**config.mk**
```make
export PLATFORM = sky130hd
export DESIGN_NAME = x300_tag_radio
export DESIGN_NICKNAME = d
export VERILOG_FILES = /design/src/hw/radio_pkg.sv /design/src/hw/settings_regs.sv /design/src/hw/tag_symbol_gen.sv /design/src/hw/tx_frontend.sv /design/src/hw/x300_tag_radio.sv
export SDC_FILE = /design/constraint.sdc
export NUM_CORES = 1
export LEC_CHECK = 0
export ABC_CLOCK_PERIOD_IN_PS = 5200
export BUFFER_PORTS_ARGS = -buffer_cell sky130_fd_sc_hd__clkbuf_2
export CAP_MARGIN = 40
export CORE_ASPECT_RATIO = 0.6
export CORE_UTILIZATION = 40
export DETAILED_ROUTE_END_ITERATION = 8
export HOLD_SLACK_MARGIN = 0.08
export PLACE_DENSITY = 0.58
export SLEW_MARGIN = 10
export SYNTH_ARGS = -nofsm -noshare
export SYNTH_HDL_FRONTEND = slang
export SYNTH_HIERARCHICAL = 1
export SYNTH_SLANG_ARGS = --single-unit
```
**constraint.sdc**
```tcl
create_clock -name radio_clk -period 5.2 [get_ports radio_clk]
set_clock_uncertainty 0.05 [all_clocks]
set_input_delay 1.04 -clock radio_clk [delete_from_list [all_inputs] [get_ports radio_clk]]
set_output_delay 1.04 -clock radio_clk [all_outputs]
set_load 0.02 [all_outputs]
```
**src/hw/radio_pkg.sv**
```systemverilog
package radio_pkg;

   //----------------------------------------
   // widths
   //----------------------------------------
   localparam int SAMPLE_W  = 32;
   localparam int IQ_W      = 16;
   localparam int FP_GPIO_W = 12;
   localparam int ADDR_W    = 8;

   //----------------------------------------
   // settings bus map
   //----------------------------------------
   localparam logic [ADDR_W-1:0] SR_TAG_BASE       = 8'd160;  // pattern, amp, symb_len, ddr
   localparam logic [ADDR_W-1:0] SR_TX_FE_BASE     = 8'd208;  // source, then dc offset
   localparam logic [ADDR_W-1:0] SR_FE_CHAN_OFFSET = 8'd16;   // stride between radios

   localparam logic [IQ_W-1:0] DEFAULT_TAG_AMP = 16'h4000;

   // one dac word, i in the upper half
   typedef struct packed {
      logic signed [IQ_W-1:0] i;
      logic signed [IQ_W-1:0] q;
   } iq_t;

   typedef union packed {
      logic [SAMPLE_W-1:0] raw;
      iq_t                 iq;
   } sample_t;

   typedef struct packed {
      logic              stb;
      logic [ADDR_W-1:0] addr;
      logic [31:0]       data;
   } set_bus_t;

   typedef struct packed {
      logic    valid;
      sample_t data;
   } tx_stream_t;

   typedef struct packed {
      logic [15:0]          pattern;   // low NUM_SYMB bits used
      logic [IQ_W-1:0]      amp;       // unsigned magnitude
      logic [7:0]           symb_len;  // hold is symb_len+1 strobes
      logic [FP_GPIO_W-1:0] gpio_ddr;
   } tag_cfg_t;

   typedef struct packed {
      logic    src_host;  // 0 selects the tag stream
      sample_t dc_offset;
   } fe_cfg_t;

endpackage

```
**src/hw/settings_regs.sv**
```systemverilog
module settings_regs import radio_pkg::*; #(
   parameter int NUM_RADIOS = 2
) (
   input  logic                  radio_clk,
   input  logic                  i_reset,
   input  set_bus_t              i_set,
   output tag_cfg_t              o_tag_cfg,
   output logic                  o_tag_restart,
   output fe_cfg_t               o_fe_cfg [NUM_RADIOS],
   output logic [NUM_RADIOS-1:0] o_fe_clear
);

   //----------------------------------------
   // tag modulator registers
   //----------------------------------------
   logic hit_pattern;
   logic hit_amp;
   logic hit_symb_len;
   logic hit_gpio_ddr;

   assign hit_pattern  = i_set.stb && (i_set.addr == SR_TAG_BASE);
   assign hit_amp      = i_set.stb && (i_set.addr == SR_TAG_BASE + 8'd1);
   assign hit_symb_len = i_set.stb && (i_set.addr == SR_TAG_BASE + 8'd2);
   assign hit_gpio_ddr = i_set.stb && (i_set.addr == SR_TAG_BASE + 8'd3);

   always_ff @(posedge radio_clk) begin
      if (i_reset) begin
         o_tag_cfg.pattern  <= '0;
         o_tag_cfg.amp      <= DEFAULT_TAG_AMP;
         o_tag_cfg.symb_len <= '0;
         o_tag_cfg.gpio_ddr <= '0;
         o_tag_restart      <= 1'b0;
      end else begin
         if (hit_pattern)  o_tag_cfg.pattern  <= i_set.data[15:0];
         if (hit_amp)      o_tag_cfg.amp      <= i_set.data[IQ_W-1:0];
         if (hit_symb_len) o_tag_cfg.symb_len <= i_set.data[7:0];
         if (hit_gpio_ddr) o_tag_cfg.gpio_ddr <= i_set.data[FP_GPIO_W-1:0];
         // a new pattern or symbol length starts again from symbol 0
         o_tag_restart <= hit_pattern || hit_symb_len;
      end
   end

   //----------------------------------------
   // per-radio front end registers
   //----------------------------------------
   for (genvar r = 0; r < NUM_RADIOS; r++) begin : g_fe_regs
      localparam logic [ADDR_W-1:0] SRC_ADDR =
         ADDR_W'(SR_TX_FE_BASE + r * SR_FE_CHAN_OFFSET);
      localparam logic [ADDR_W-1:0] OFFSET_ADDR = SRC_ADDR + 8'd1;

      logic hit_src;
      logic hit_offset;

      assign hit_src    = i_set.stb && (i_set.addr == SRC_ADDR);
      assign hit_offset = i_set.stb && (i_set.addr == OFFSET_ADDR);

      always_ff @(posedge radio_clk) begin
         if (i_reset) begin
            o_fe_cfg[r].src_host  <= 1'b0;  // tag by default
            o_fe_cfg[r].dc_offset <= '0;
            o_fe_clear[r]         <= 1'b0;
         end else begin
            if (hit_src)    o_fe_cfg[r].src_host  <= i_set.data[0];
            if (hit_offset) o_fe_cfg[r].dc_offset <= i_set.data;
            o_fe_clear[r] <= hit_src;  // source write also drops the underrun flag
         end
      end
   end

endmodule

```
**src/hw/tag_symbol_gen.sv**
```systemverilog
module tag_symbol_gen import radio_pkg::*; #(
   parameter int NUM_SYMB = 9
) (
   input  logic                 radio_clk,
   input  logic                 i_reset,
   input  tag_cfg_t             i_cfg,
   input  logic                 i_restart,
   input  logic                 i_dac_stb,
   output sample_t              o_tag_sample,
   output logic [FP_GPIO_W-1:0] o_fp_gpio_out,
   output logic [FP_GPIO_W-1:0] o_fp_gpio_ddr
);

   localparam int IDX_W = (NUM_SYMB > 1) ? $clog2(NUM_SYMB) : 1;
   localparam logic [IDX_W-1:0] LAST_IDX = IDX_W'(NUM_SYMB - 1);

   logic [IDX_W-1:0] symb_idx;
   logic [7:0]       hold_cnt;
   logic [IDX_W-1:0] cur_idx;
   logic [7:0]       cur_hold;
   logic             symb_bit;
   logic             last_hold;
   logic             last_symb;

   //----------------------------------------
   // current symbol
   //----------------------------------------
   // a restart coincident with a strobe makes that strobe symbol 0
   assign cur_idx  = i_restart ? '0 : symb_idx;
   assign cur_hold = i_restart ? '0 : hold_cnt;

   assign symb_bit  = i_cfg.pattern[cur_idx];
   assign last_hold = (cur_hold == i_cfg.symb_len);
   assign last_symb = (cur_idx == LAST_IDX);

   always_comb begin
      o_tag_sample.iq.i = symb_bit ? i_cfg.amp : ~i_cfg.amp + 1'b1;  // +/- amp
      o_tag_sample.iq.q = '0;
   end

   //----------------------------------------
   // symbol index and hold counter
   //----------------------------------------
   always_ff @(posedge radio_clk) begin
      if (i_reset) begin
         symb_idx <= '0;
         hold_cnt <= '0;
      end else if (i_dac_stb) begin
         if (last_hold) begin
            hold_cnt <= '0;
            symb_idx <= last_symb ? '0 : cur_idx + 1'b1;  // wrap after NUM_SYMB
         end else begin
            hold_cnt <= cur_hold + 1'b1;
            symb_idx <= cur_idx;
         end
      end else if (i_restart) begin
         symb_idx <= '0;
         hold_cnt <= '0;
      end
   end

   //----------------------------------------
   // front-panel gpio
   //----------------------------------------
   // lines up with o_tx, one cycle after the strobe
   always_ff @(posedge radio_clk) begin
      if (i_reset) begin
         o_fp_gpio_out <= '0;
         o_fp_gpio_ddr <= '0;
      end else begin
         o_fp_gpio_ddr <= i_cfg.gpio_ddr;
         if (i_dac_stb) begin
            o_fp_gpio_out <= {{(FP_GPIO_W-2){1'b0}}, (cur_hold == 8'd0), symb_bit};
         end
      end
   end

endmodule

```
**src/hw/tx_frontend.sv**
```systemverilog
module tx_frontend import radio_pkg::*; (
   input  logic       radio_clk,
   input  logic       i_reset,
   input  fe_cfg_t    i_cfg,
   input  logic       i_clear,
   input  logic       i_dac_stb,
   input  sample_t    i_tag_sample,
   input  tx_stream_t i_host,
   output logic       o_host_ready,
   output sample_t    o_tx,
   output logic       o_tx_valid,
   output logic       o_underrun
);

   sample_t src_sample;
   sample_t corr_sample;
   logic    host_miss;

   // add with clamp to the signed component range
   function automatic logic signed [IQ_W-1:0] sat_add(
      input logic signed [IQ_W-1:0] a,
      input logic signed [IQ_W-1:0] b
   );
      logic signed [IQ_W:0] sum;
      sum = $signed({a[IQ_W-1], a}) + $signed({b[IQ_W-1], b});
      if (sum[IQ_W] != sum[IQ_W-1]) begin
         return sum[IQ_W] ? {1'b1, {(IQ_W-1){1'b0}}} : {1'b0, {(IQ_W-1){1'b1}}};
      end
      return sum[IQ_W-1:0];
   endfunction

   //----------------------------------------
   // source select
   //----------------------------------------
   assign o_host_ready = i_dac_stb && i_cfg.src_host;  // host only sampled on a strobe
   assign host_miss    = o_host_ready && !i_host.valid;

   always_comb begin
      if (!i_cfg.src_host) begin
         src_sample = i_tag_sample;
      end else if (i_host.valid) begin
         src_sample = i_host.data;
      end else begin
         src_sample = '0;  // starved, send only the offset
      end
   end

   //----------------------------------------
   // dc offset and output
   //----------------------------------------
   always_comb begin
      corr_sample.iq.i = sat_add(src_sample.iq.i, i_cfg.dc_offset.iq.i);
      corr_sample.iq.q = sat_add(src_sample.iq.q, i_cfg.dc_offset.iq.q);
   end

   always_ff @(posedge radio_clk) begin
      if (i_dac_stb) o_tx <= corr_sample;
   end

   always_ff @(posedge radio_clk) begin
      if (i_reset) begin
         o_tx_valid <= 1'b0;
         o_underrun <= 1'b0;
      end else begin
         o_tx_valid <= i_dac_stb;
         if (host_miss) begin
            o_underrun <= 1'b1;  // sticky
         end else if (i_clear) begin
            o_underrun <= 1'b0;
         end
      end
   end

endmodule

```
**src/hw/x300_tag_radio.sv**
```systemverilog
module x300_tag_radio import radio_pkg::*; #(
   parameter int NUM_RADIOS = 2,
   parameter int NUM_SYMB   = 9
) (
   input  logic                  radio_clk,
   input  logic                  i_reset,
   input  set_bus_t              i_set,
   input  logic                  i_dac_stb,
   input  tx_stream_t            i_host_tx [NUM_RADIOS],
   output logic [NUM_RADIOS-1:0] o_host_ready,
   output sample_t               o_tx [NUM_RADIOS],
   output logic                  o_tx_valid,
   output logic [NUM_RADIOS-1:0] o_underrun,
   output logic [FP_GPIO_W-1:0]  o_fp_gpio_out,
   output logic [FP_GPIO_W-1:0]  o_fp_gpio_ddr
);

   tag_cfg_t              tag_cfg;
   logic                  tag_restart;
   sample_t               tag_sample;
   fe_cfg_t               fe_cfg [NUM_RADIOS];
   logic [NUM_RADIOS-1:0] fe_clear;
   logic [NUM_RADIOS-1:0] fe_tx_valid;

   //----------------------------------------
   // settings
   //----------------------------------------
   settings_regs #(
      .NUM_RADIOS (NUM_RADIOS)
   ) settings_regs_i (
      .radio_clk     (radio_clk),
      .i_reset       (i_reset),
      .i_set         (i_set),
      .o_tag_cfg     (tag_cfg),
      .o_tag_restart (tag_restart),
      .o_fe_cfg      (fe_cfg),
      .o_fe_clear    (fe_clear)
   );

   //----------------------------------------
   // tag modulator, shared by both radios
   //----------------------------------------
   tag_symbol_gen #(
      .NUM_SYMB (NUM_SYMB)
   ) tag_symbol_gen_i (
      .radio_clk     (radio_clk),
      .i_reset       (i_reset),
      .i_cfg         (tag_cfg),
      .i_restart     (tag_restart),
      .i_dac_stb     (i_dac_stb),
      .o_tag_sample  (tag_sample),
      .o_fp_gpio_out (o_fp_gpio_out),
      .o_fp_gpio_ddr (o_fp_gpio_ddr)
   );

   //----------------------------------------
   // per-radio tx front ends
   //----------------------------------------
   for (genvar r = 0; r < NUM_RADIOS; r++) begin : g_radio
      tx_frontend tx_frontend_i (
         .radio_clk    (radio_clk),
         .i_reset      (i_reset),
         .i_cfg        (fe_cfg[r]),
         .i_clear      (fe_clear[r]),
         .i_dac_stb    (i_dac_stb),
         .i_tag_sample (tag_sample),
         .i_host       (i_host_tx[r]),
         .o_host_ready (o_host_ready[r]),
         .o_tx         (o_tx[r]),
         .o_tx_valid   (fe_tx_valid[r]),
         .o_underrun   (o_underrun[r])
      );
   end

   // all radios share the strobe, so their valids are identical
   assign o_tx_valid = fe_tx_valid[0];

endmodule

```
[After elaboration in Yosys (flattened, before gate mapping)]
Cells that the tools add are included.
Word-level totals
  register bits: 214
  bits of input ports: 110
  output and inout bits: 93
  logic and storage cells: 95
Operators by class
  $add $sub $neg: 7
  magnitude comparators: 1
  equal/unequal tests: 14
  muxes and demuxes: 34
  bitwise gates (word level): 1
  reductions and logical operators: 18
Operators with widths (number)
  2-to-1 mux 16 bit: 13
  2-to-1 mux 32 bit: 4
  adder 16 x 16 -> 17 bit: 4
  == test 8 bit (second input constant): 8
  2-to-1 mux 8 bit: 3
  adder 16 x 1 -> 16 bit (second input constant): 1
  2-to-1 mux 4 bit: 4
  inverter 16 bit: 1
  logical AND 1 bit: 12
  2-to-1 mux 1 bit: 9
  adder 8 x 1 -> 8 bit (second input constant): 1
  == test 8 bit: 1
  zero test 8 bit: 1
  < comparator 4 x 5 -> 1 bit (second input constant): 1
  adder 4 x 1 -> 4 bit (second input constant): 1
  binary-select mux 1 bit (select 4 bit): 1
  == test 4 bit (second input constant): 1
  != test 1 bit: 4
  nonzero test 2 bit: 2
  zero test 1 bit: 2
  logical OR 1 bit: 1

[Logic depth before layout (Yosys ltp)]
Gate-level depths: netlist of run 1.
  depth in word-level cells: 9
  mapped depth: 18
  gate-level depth less buffers: 15

[Hierarchy]
The synthesis of run 1 kept the hierarchy.
By module, submodules not included
  settings_regs: instances 1, cells an instance 440, area an instance 4926.0 µm², seq. area each 2422.3 µm²
  tx_frontend (g_radio[1].tx_frontend_i): instances 1, cells an instance 394, area an instance 3326.9 µm², seq. area each 1001.0 µm²
  tx_frontend (g_radio[0].tx_frontend_i): instances 1, cells an instance 366, area an instance 3305.7 µm², seq. area each 1001.0 µm²
  tag_symbol_gen: instances 1, cells an instance 230, area an instance 1896.8 µm², seq. area each 520.5 µm²

[Least setup slack after synthesis of run 1]
No wires, ideal clock.
  kind: register to register
  start: reg tag_symbol_gen_i.symb_idx[1]
  end: reg g_radio[1].tx_frontend_i/o_tx[24] (netlist bit), data pin
  library setup time: 0.265 ns
  arrival time: 3.896 ns
  data required time: 4.885 ns
  setup slack: 0.988 ns
  cell stages (with the launch flop): 17
  path buffers: 2
  period minus slack after synthesis: 4.212 ns
  path through: dfxtp_1 > buf_2 > mux2_2 > o311ai_2 > a31oi_1 > nor2_1 > mux2_2 > inv_1 > o21ai_0 > fa_1 > a21o_2 > a31o_2 > o221ai_1 > and2_1 > o22ai_1 > buf_2 > maj3_1
RTL lines
  from (decl): RTL line tag_symbol_gen.sv:17  | logic [IDX_W-1:0] symb_idx;
  from (signal assigned): RTL line tag_symbol_gen.sv:51  | symb_idx <= last_symb ? '0 : cur_idx + 1'b1;
  from (signal assigned): RTL line tag_symbol_gen.sv:54  | symb_idx <= cur_idx;
  to (signal assigned): RTL line tx_frontend.sv:57  | if (i_dac_stb) o_tx <= corr_sample;
  to (decl): RTL line tx_frontend.sv:10  | output sample_t o_tx,

==> results of run 1 <==
==> per-layer routing <==
metal | GRT usage | part of all wire | up-vias | routed length [microns]
met2 | 0.3121 | 0.39 | 346 | 15490
met1 | 0.3656 | 0.52 | 5164 | 20990
met4 | 0.07119 | 0.028 | 0 | 1119
met3 | 0.04341 | 0.063 | 65 | 2536
li1 | - | - | 5318 | -
met5 | 0 | 0 | - | 0
==> critical path, delay by kind of cell (launching register included) <==
family                   cells  cell delay (ns)
buffers and inverters        3             0.57
AND/OR/NAND/NOR              2             0.47
multiplexers                 1             0.37
adder cells (fa/ha/maj)      2             0.71
flip-flops                   1             0.45
XOR/XNOR                     1             0.29
AO/OA/AOI/OAI                7             1.69
==> registers in the layout, summed over array words and instances, names as in the netlist <==
name / flops
tag_symbol_gen_i/o_fp_gpio_out: 2
g_radio.tx_frontend_i/o_tx_valid: 1
tag_symbol_gen_i/symb_idx: 4
g_radio.tx_frontend_i/o_tx: 64
settings_regs_i/o_tag_cfg: 52
g_radio.tx_frontend_i/o_underrun: 2
settings_regs_i/o_fe_clear: 2
tag_symbol_gen_i/hold_cnt: 8
settings_regs_i/o_tag_restart: 1
settings_regs_i/o_fe_cfg: 66
tag_symbol_gen_i/o_fp_gpio_ddr: 12
==> timing repair <==
item	4_1_cts	5_1_grt
hold endpoints to repair	0	0
resized for setup	0	2
endpoints found under the setup margin	0	15
==> power by group <==
group | internal, mW | switching (mW)
sequential | 1.78 | 0.0216
combinational | 0.175 | 0.289
clock | 0.972 | 0.717
total | 2.93 | 1.03
==> cells in the final DEF, fill, tap and decap left out, types with 8 or more instances in the layout <==
master and n:
dfxtp_1 149, nand4_1 13, a21oi_1 63, o21ai_0 87, edfxtp_1 64, a21o_1 19
clkbuf_2 190, nor3_1 32, nand2b_1 159, buf_4 19, maj3_2 18, clkbuf_16 25
o211ai_1 8, ha_1 66, nor2_1 50, a31oi_1 9, inv_1 86, xor2_1 38
mux2i_1 120, a211oi_1 13, xnor2_1 27, nor3b_1 8, nand3_1 19, nand2_1 98
o21a_1 10, nor2b_1 19, maj3_1 27, conb_1 26
==> metrics by stage <==
step           hold WS, ns  instances  worst slack [ns]  power, mW  instance area, sq um
2_1_floorplan       0.3892       1453            0.9883      2.132                 13520
4_1_cts             0.4214       2060            0.1829      3.995                 15380
5_1_grt             0.4273       2060           0.08933      4.109                 15390
3_3_place_gp        0.4071       2016            0.2530      2.291                 14580
6_report            0.4161       2060            0.3125      3.953                 15390
3_5_place_dp        0.4090       2019            0.2103      2.295                 14610
==> final cells by class <==
class / count / area, sq um / share of cell area
multi-input combinational: 1058 / 7692 / 0.4999
sequential: 214 / 4926 / 0.3201
tap: 450 / 563.0 / 0.03659
clock inverter: 8 / 78.83 / 0.005122
timing repair buffer: 211 / 1120 / 0.07277
clock buffer: 33 / 685.7 / 0.04456
inverter: 86 / 322.8 / 0.02098
==> path summary, 6_finish.rpt <==
check                                              startpoint  slack (ns)  cells past startpoint                                  to
worst max register to register   tag_symbol_gen_i/symb_idx[1]        0.31                     16   g_radio[1].tx_frontend_i/o_tx[20]
worst max-delay path             tag_symbol_gen_i/symb_idx[1]        0.31                     16   g_radio[1].tx_frontend_i/o_tx[20]
worst min-delay path            settings_regs_i/o_tag_cfg[11]        0.42                      1  tag_symbol_gen_i/o_fp_gpio_ddr[11]
worst min register to register  settings_regs_i/o_tag_cfg[11]        0.42                      1  tag_symbol_gen_i/o_fp_gpio_ddr[11]
==> metrics.cfg, run 1 <==
[outcome]
status=finished clean

[routing]
drt_iter0_drc=870
drtAntennaViolNets=0
wire_per_inst_microns=19.48
wl_mm=40.13
post-route-drc-count=0
vias=10893
dr.pass1.iters=5
vias_per_cell=5.288

[layout]
fill_cells=3165
final_util=0.4701
syn_to_final_growth_pct=14.59
layout-drive-gt1-share=0.1932
diodes=0
fin_nets=1774

[yosys]
syn-cell-area_sq_um=13430
yosys_warnings=6
syn_inst=1428
syn_avg_cell_area_sq_um=9.404

[clock_tree]
cts_hold_buf=0
root_buffer=clkbuf_16
cts_tree=built
clock_latency_ns=0.55
cts_buffers=23
clkTransAtPathRegs_ns=0.06
clock_sinks=214
post-cts-setup-buffer-count=0
htree_levels=1
cts_buffer_depth=3

[timing]
fmax_mhz=204.6
setup-violations-final=0
worst_pin_slew_ns=0.9296
drv_slew=0
slew_headroom=0.3803
min_period_ns=4.887
rsz0062_at_grt=no
hold_viol_final=0
fin_crit_sh=0.9399
setup_tns_ns=0

[worst_setup_path]
crit_fanout=16
crit_path_end_kind=register
cp-start-kind=register
slowest_delay_ns=0.45
slowest_stage=dfxtp_2
cp_cell_sequence=mux2_2 > o311ai_2 > a21oi_1 > buf_4 > nor3_1 > xor2_1 > inv_1 > o21ai_0 > ha_1 > a21o_2 > a31o_2 > o221ai_1 > and2_1 > o22ai_1 > buf_4 > maj3_1
cpMostUsedCell=buf_4
required_ns=5.43
crit_arrival_ns=5.12
critPathKind=register to register

[place]
detailed_place_hpwl_mm=30.31
io_buffers=192
gp_congestion=0.9210

[floorplanning]
dieArea_sq_um=34330
core-area_sq_um=32740
initial_core_util=0.4102
rows=51
die_h_microns=143.9
io_pins=203
die_w_microns=238.5

[global_route]
grt_usage=0.2329
antenna_found_initial=0
grt_pass1_wl_mm=60.48
grt_overflow_total=0
grt_pass1_vias=10220
grt_max_degree=91

[power_and_ir_drop]
ir_drop_mv=0.2376
power_density_nw_per_um2=256.9
p_leak_nw=6.881

[job]
drv_cap=0

[worst_hold_path]
hp-class=register to register

Note: power is estimated with default switching activity, not from simulation.
==> run 2, diff against run 1 <==
Settings changed: CORE_UTILIZATION 40 to 35, PLACE_DENSITY 0.58 to 0.52.
==> metrics.cfg, run 2 (synthesis results as in run 1) <==
[clock_tree]
post_cts_resized=0  ; unchanged
htree_levels=1  ; unchanged
cts_buffer_depth=3  ; unchanged
cts_tree=built
cts_hold_buf=0  ; unchanged
clock_latency_ns=0.54  ; about the same
cts_buffers=24  ; +4.3%
clkTransAtPathRegs_ns=0.06  ; about the same
root_buffer=clkbuf_16
clock_sinks=214  ; unchanged
post-cts-setup-buffer-count=0  ; unchanged

[timing]
drv_slew=0  ; unchanged
min_period_ns=4.893  ; +0.005463 ns
slew_headroom=0.4276  ; +0.04730
rsz0062_at_grt=no
fin_crit_sh=0.9410  ; +0.001051
hold-worst-slack_ns=0.4154  ; -0.0006510 ns
worst_pin_slew_ns=0.8587  ; -0.07096 ns
setup-violations-final=0  ; unchanged
hold_viol_final=0  ; unchanged
fmax_mhz=204.4  ; -0.11%
setup_tns_ns=0  ; unchanged

[worst_setup_path]
crit_path_end_kind=register
cp_cell_sequence=mux2_2 > o311ai_2 > a31oi_1 > buf_4 > buf_4 > nor3_1 > xor2_1 > inv_1 > o21ai_0 > ha_1 > a21oi_1 > nand2_1 > o21ai_0 > o221ai_4 > maj3_1
path_delay_family=compound AO/OA/AOI/OAI gates
slowest_stage=dfxtp_1
required_ns=5.43  ; about the same
crit_fanout=16  ; unchanged
cp-start-kind=register
critPathKind=register to register
path_buf_inv=3  ; unchanged
crit_arrival_ns=5.12  ; about the same
slowest_delay_ns=0.58  ; +0.13 ns

[floorplanning]
die_h_microns=153.7  ; +6.8%
core-area_sq_um=37710  ; +15%
rows=55  ; +7.8%
initial_core_util=0.3561  ; -0.05413
io_pins=203  ; unchanged
dieArea_sq_um=39180  ; +14%
die_w_microns=254.9  ; +6.8%

[layout]
largest_register_ffs=66  ; unchanged
syn_to_final_growth_pct=15.18
reg_top3=settings_regs_i/o_fe_cfg (66), g_radio.tx_frontend_i/o_tx (64), settings_regs_i/o_tag_cfg (52)
fin_nets=1776  ; +0.11%
regMostFlops=settings_regs_i/o_fe_cfg
final_common_cell=clkbuf_2
final_util=0.4102  ; -0.05994
fill_cells=3753  ; +19%
layout-drive-gt1-share=0.1935  ; +0.0003807
mostFrequentLayoutCells=clkbuf_2 (190), nand2b_1 (159), dfxtp_1 (150)

[global_route]
grt_max_degree=104  ; +14%
grt_usage=0.2045  ; -0.02842
grt_pass1_vias=10080  ; -1.4%
grt_pass1_wl_mm=61.17  ; +1.1%
antenna_found_initial=2  ; +2
grt_overflow_total=0  ; unchanged

[routing]
wire_per_inst_microns=19.03  ; -2.3%
drt_iter0_drc=972  ; +12%
drtAntennaViolNets=0  ; unchanged
post-route-drc-count=0  ; unchanged
wl_mm=40.46  ; +0.82%
met1_length_mm=21.43  ; +2.1%
wl_met2_mm=15.88  ; +2.5%
dr.max_layer_used=met5
vias=10860  ; -0.30%
vias_per_cell=5.108  ; -3.4%
dr.pass1.iters=5  ; unchanged
wl_met3_mm=2.430  ; -4.2%

[place]
detailed_place_hpwl_mm=30.56  ; +0.80%
gp_congestion=0.9101  ; -1.2%
io_buffers=192  ; unchanged

[power_and_ir_drop]
ir_drop_mv=0.1784  ; -25%
p_leak_nw=6.880  ; about the same
power_density_nw_per_um2=254.7  ; -0.86%

[worst_hold_path]
hp-class=register to register

[job]
drv_cap=0  ; unchanged

[outcome]
status=finished clean

-- run 2: worst paths after layout --
kind	cells past startpoint	slack [ns]	to	from
worst max-delay path	15	0.31	g_radio[0].tx_frontend_i/o_tx[19]	tag_symbol_gen_i/symb_idx[1]
worst min-delay path	1	0.42	tag_symbol_gen_i/o_fp_gpio_ddr[4]	settings_regs_i/o_tag_cfg[4]
worst max register to register	15	0.31	g_radio[0].tx_frontend_i/o_tx[19]	tag_symbol_gen_i/symb_idx[1]
worst min register to register	1	0.42	tag_symbol_gen_i/o_fp_gpio_ddr[4]	settings_regs_i/o_tag_cfg[4]
-- run 2: worst register-to-register path, delay by kind of cell, from the launching register on --
kind                       cells  cell delay (ns)
muxes                          1             0.40
buffers and inverters          3             0.49
DFF                            1             0.58
AOI/OAI and AO/OA              6             1.59
adders and majority gates      2             0.81
xor gates and xnor gates       1             0.37
and+or+nand+nor                2             0.35
-- run 2: metal layers --
metal | track usage | up-vias
met4 | 0.03935 | 2
met2 | 0.2799 | 335
met1 | 0.3264 | 5149
li1 | - | 5320
met5 | 0 | -
met3 | 0.03674 | 54
-- run 2: final cells by class --
class,count,area [sq um],share of cell area
Antenna cell,1,2.502,0.0001618
Clock buffer,33,674.4,0.04360
Clock inverter,9,82.58,0.005339
Inverter,86,322.8,0.02087
Multi-Input combinational cell,1058,7684,0.4968
Sequential cell,214,4925,0.3184
Tap cell,513,641.9,0.04150
Timing Repair Buffer,212,1135,0.07337
-- run 2: stage by stage --
stage,setup WS [ns],total power [mW],instance area (sq um),instances
finish,0.3071,3.939,15470,2126
global route,0.01127,4.103,15470,2126
global placement,0.3217,2.294,14650,2078
floorplan,0.9883,2.132,13520,1453
detailed placement,0.4437,2.297,14710,2083
CTS,0.4152,3.986,15460,2125
-- run 2: where the power goes --
part | total [mW] | internal [mW] | switching [mW] | leakage [nW]
clock network | 1.68 | 0.955 | 0.721 | 0.373
registers | 1.80 | 1.78 | 0.0227 | 1.84
logic | 0.462 | 0.176 | 0.286 | 4.67
total | 3.94 | 2.91 | 1.03 | 6.88
==> run 3, diff against run 2 <==
Settings changed: SETUP_SLACK_MARGIN from default to 0.4.
==> metrics.cfg, run 3 (synthesis results as in run 1) <==
[floorplanning]
initial_core_util=0.3561  ; unchanged
rows=55  ; unchanged
die_h_microns=153.7  ; unchanged
core-area_sq_um=37710  ; unchanged
io_pins=203  ; unchanged
dieArea_sq_um=39180  ; unchanged
die_w_microns=254.9  ; unchanged

[worst_setup_path]
r2r_cells=15  ; unchanged
required_ns=5.42  ; about the same
reg2reg_to=g_radio[1].tx_frontend_i/o_tx[18]
r2r-start=tag_symbol_gen_i/symb_idx[1]
critPathKind=register to register
cp-start-kind=register
crit_arrival_ns=4.78  ; -0.34 ns
crit_fanout=10  ; -6
crit_path_end_kind=register
rrSetupSlack_ns=0.64  ; +0.33 ns

[global_route]
grt_max_degree=104  ; unchanged
grt_usage=0.2045  ; unchanged
grt_pass1_vias=10080  ; unchanged
use_met1=0.3264  ; unchanged
use_met3=0.03674  ; unchanged
use_met2=0.2799  ; unchanged
antenna_found_initial=2  ; unchanged
grt_overflow_total=0  ; unchanged
grt_pass1_wl_mm=61.17  ; unchanged
grt-busiest-layer=met1

[timing]
worst_pin_slew_ns=0.8473  ; -0.01138 ns
hold_viol_final=0  ; unchanged
fin_crit_sh=0.8774  ; -0.06351
slew_headroom=0.4352  ; +0.007590
setup-violations-final=0  ; unchanged
min_period_ns=4.563  ; -0.3303 ns
drv_slew=0  ; unchanged
setup_tns_ns=0  ; unchanged
fmax_mhz=219.2  ; +7.2%
rsz0062_at_grt=no

[routing]
drt_iter0_drc=856  ; -12%
wire_per_inst_microns=19.08  ; +0.27%
vias_per_cell=5.104  ; about the same
dr.pass1.iters=5  ; unchanged
drtAntennaViolNets=0  ; unchanged
post-route-drc-count=0  ; unchanged
wl_mm=40.59  ; +0.32%
vias=10856  ; -0.037%

[clock_tree]
cts_buffers=24  ; unchanged
clock_latency_ns=0.54  ; about the same
cts_buffer_depth=3  ; unchanged
post-cts-setup-buffer-count=0  ; unchanged
clock_sinks=214  ; unchanged
clkTransAtPathRegs_ns=0.06  ; about the same
cts_tree=built
htree_levels=1  ; unchanged
root_buffer=clkbuf_16

[layout]
regMostFlops=settings_regs_i/o_fe_cfg
layout-drive-gt1-share=0.1965  ; +0.002980
fill_cells=3748  ; -0.13%
final_util=0.4118  ; +0.001659
fin_nets=1777  ; +0.056%
final_common_cell=clkbuf_2
reg_top3=settings_regs_i/o_fe_cfg (66), g_radio.tx_frontend_i/o_tx (64), settings_regs_i/o_tag_cfg (52)
fin_area_sq_um=15530  ; +0.40%
syn_to_final_growth_pct=15.64
mostFrequentLayoutCells=clkbuf_2 (190), nand2b_1 (159), dfxtp_1 (149)
largest_register_ffs=66  ; unchanged

[job]
drv_cap=0  ; unchanged

[outcome]
status=finished clean

[place]
post_dp_cell_area_sq_um=14710  ; unchanged
detailed_place_hpwl_mm=30.56  ; unchanged
io_buffers=192  ; unchanged
gp_congestion=0.9101  ; unchanged

[worst_hold_path]
hp-class=register to register
hold_start=settings_regs_i/o_tag_cfg[4]
hold-path-endpoint=tag_symbol_gen_i/o_fp_gpio_ddr[4]
hold-path-cell-count=1  ; unchanged

[power_and_ir_drop]
clockPowerShare=0.425  ; about the same
p_leak_nw=6.888  ; +0.12%
power_frac_seq=0.456  ; about the same
p_switching_mw=1.034  ; +0.39%
switching_share=0.2619  ; +0.0004822
ir_drop_mv=0.1794  ; +0.56%
power_density_nw_per_um2=254.2  ; -0.20%
p_int_mw=2.913  ; +0.14%
combPwrFrac=0.119  ; +0.002

-- run 3: changes by cell type in the layout (fill, tap and decap cells not counted), sizes merged --
cell and change:
o221ai +1
-- run 3: metal layers --
layer | share of wire | vias up
met3 | 0.069 | 50
met5 | 0.00025 | -
li1 | - | 5324
met2 | 0.39 | 351
met4 | 0.017 | 2
met1 | 0.52 | 5129
-- run 3: critical path, stage by stage (launching register included) --
cell and delay, ns:
dfxtp_4 0.42, mux4_2 0.51, nor3_1 0.24, a21oi_2 0.11
nor2_1 0.21, mux2_2 0.38, inv_1 0.08, o21ai_0 0.19
fa_1 0.46, a21o_2 0.22, a31o_2 0.28, o221ai_1 0.22
and2_1 0.24, o22ai_1 0.13, buf_4 0.20, maj3_1 0.36
-- run 3: worst max-delay path by stage --
| stage | end | cells past startpoint | slack [ns] | from |
|---|---|---|---|---|
| 2_1_floorplan | g_radio[1].tx_frontend_i/o_tx[24] | 16 | 0.99 | tag_symbol_gen_i/symb_idx[1] |
| 3_3_place_gp | g_radio[1].tx_frontend_i/o_tx[18] | 15 | 0.32 | tag_symbol_gen_i/symb_idx[1] |
| 3_5_place_dp | g_radio[0].tx_frontend_i/o_tx[20] | 15 | 0.44 | tag_symbol_gen_i/symb_idx[1] |
| 4_1_cts | g_radio[0].tx_frontend_i/o_tx[18] | 15 | 0.42 | tag_symbol_gen_i/symb_idx[1] |
| 5_1_grt | g_radio[1].tx_frontend_i/o_tx[30] | 15 | 0.44 | tag_symbol_gen_i/symb_idx[1] |
| 6_report | g_radio[1].tx_frontend_i/o_tx[18] | 15 | 0.64 | tag_symbol_gen_i/symb_idx[1] |
-- run 3: metrics by stage --
step                total power, mW  std cells  hold slack (ns)  setup WS (ns)
floorplan                     2.132       1453           0.3892         0.9883
global placement              2.294       2078           0.4045         0.3217
detailed placement            2.297       2083           0.4087         0.4437
CTS                           3.986       2125           0.4170         0.4152
global route                  4.111       2127           0.4364         0.4419
finish                        3.947       2127           0.4152         0.6373
-- run 3: repair_timing --
action	CTS	global route
hold buffers	0	0
gates resized for setup	0	10
endpoints found under the setup margin	0	30
-- run 3: final cells by class --
class,instances,area [sq um],share of cell area
diodes,1,2.502,0.0001611
clock buffers,33,674.4,0.04343
clock inverters,9,82.58,0.005317
inverters,86,322.8,0.02079
multi-input cells,1059,7742,0.4985
flip-flops and latches,214,4928,0.3174
well taps,513,641.9,0.04133
repair buffers,212,1135,0.07307
-- run 3: power by group through the flow --
stage                     Clock [mW]  Sequential (mW)  Combinational, mW
after global placement             0             1.84              0.457
after global routing            1.79             1.81              0.510
after detailed placement           0             1.84              0.459
after CTS                       1.72             1.80              0.462
after floorplan                    0             1.89              0.246
final                           1.68             1.80              0.469
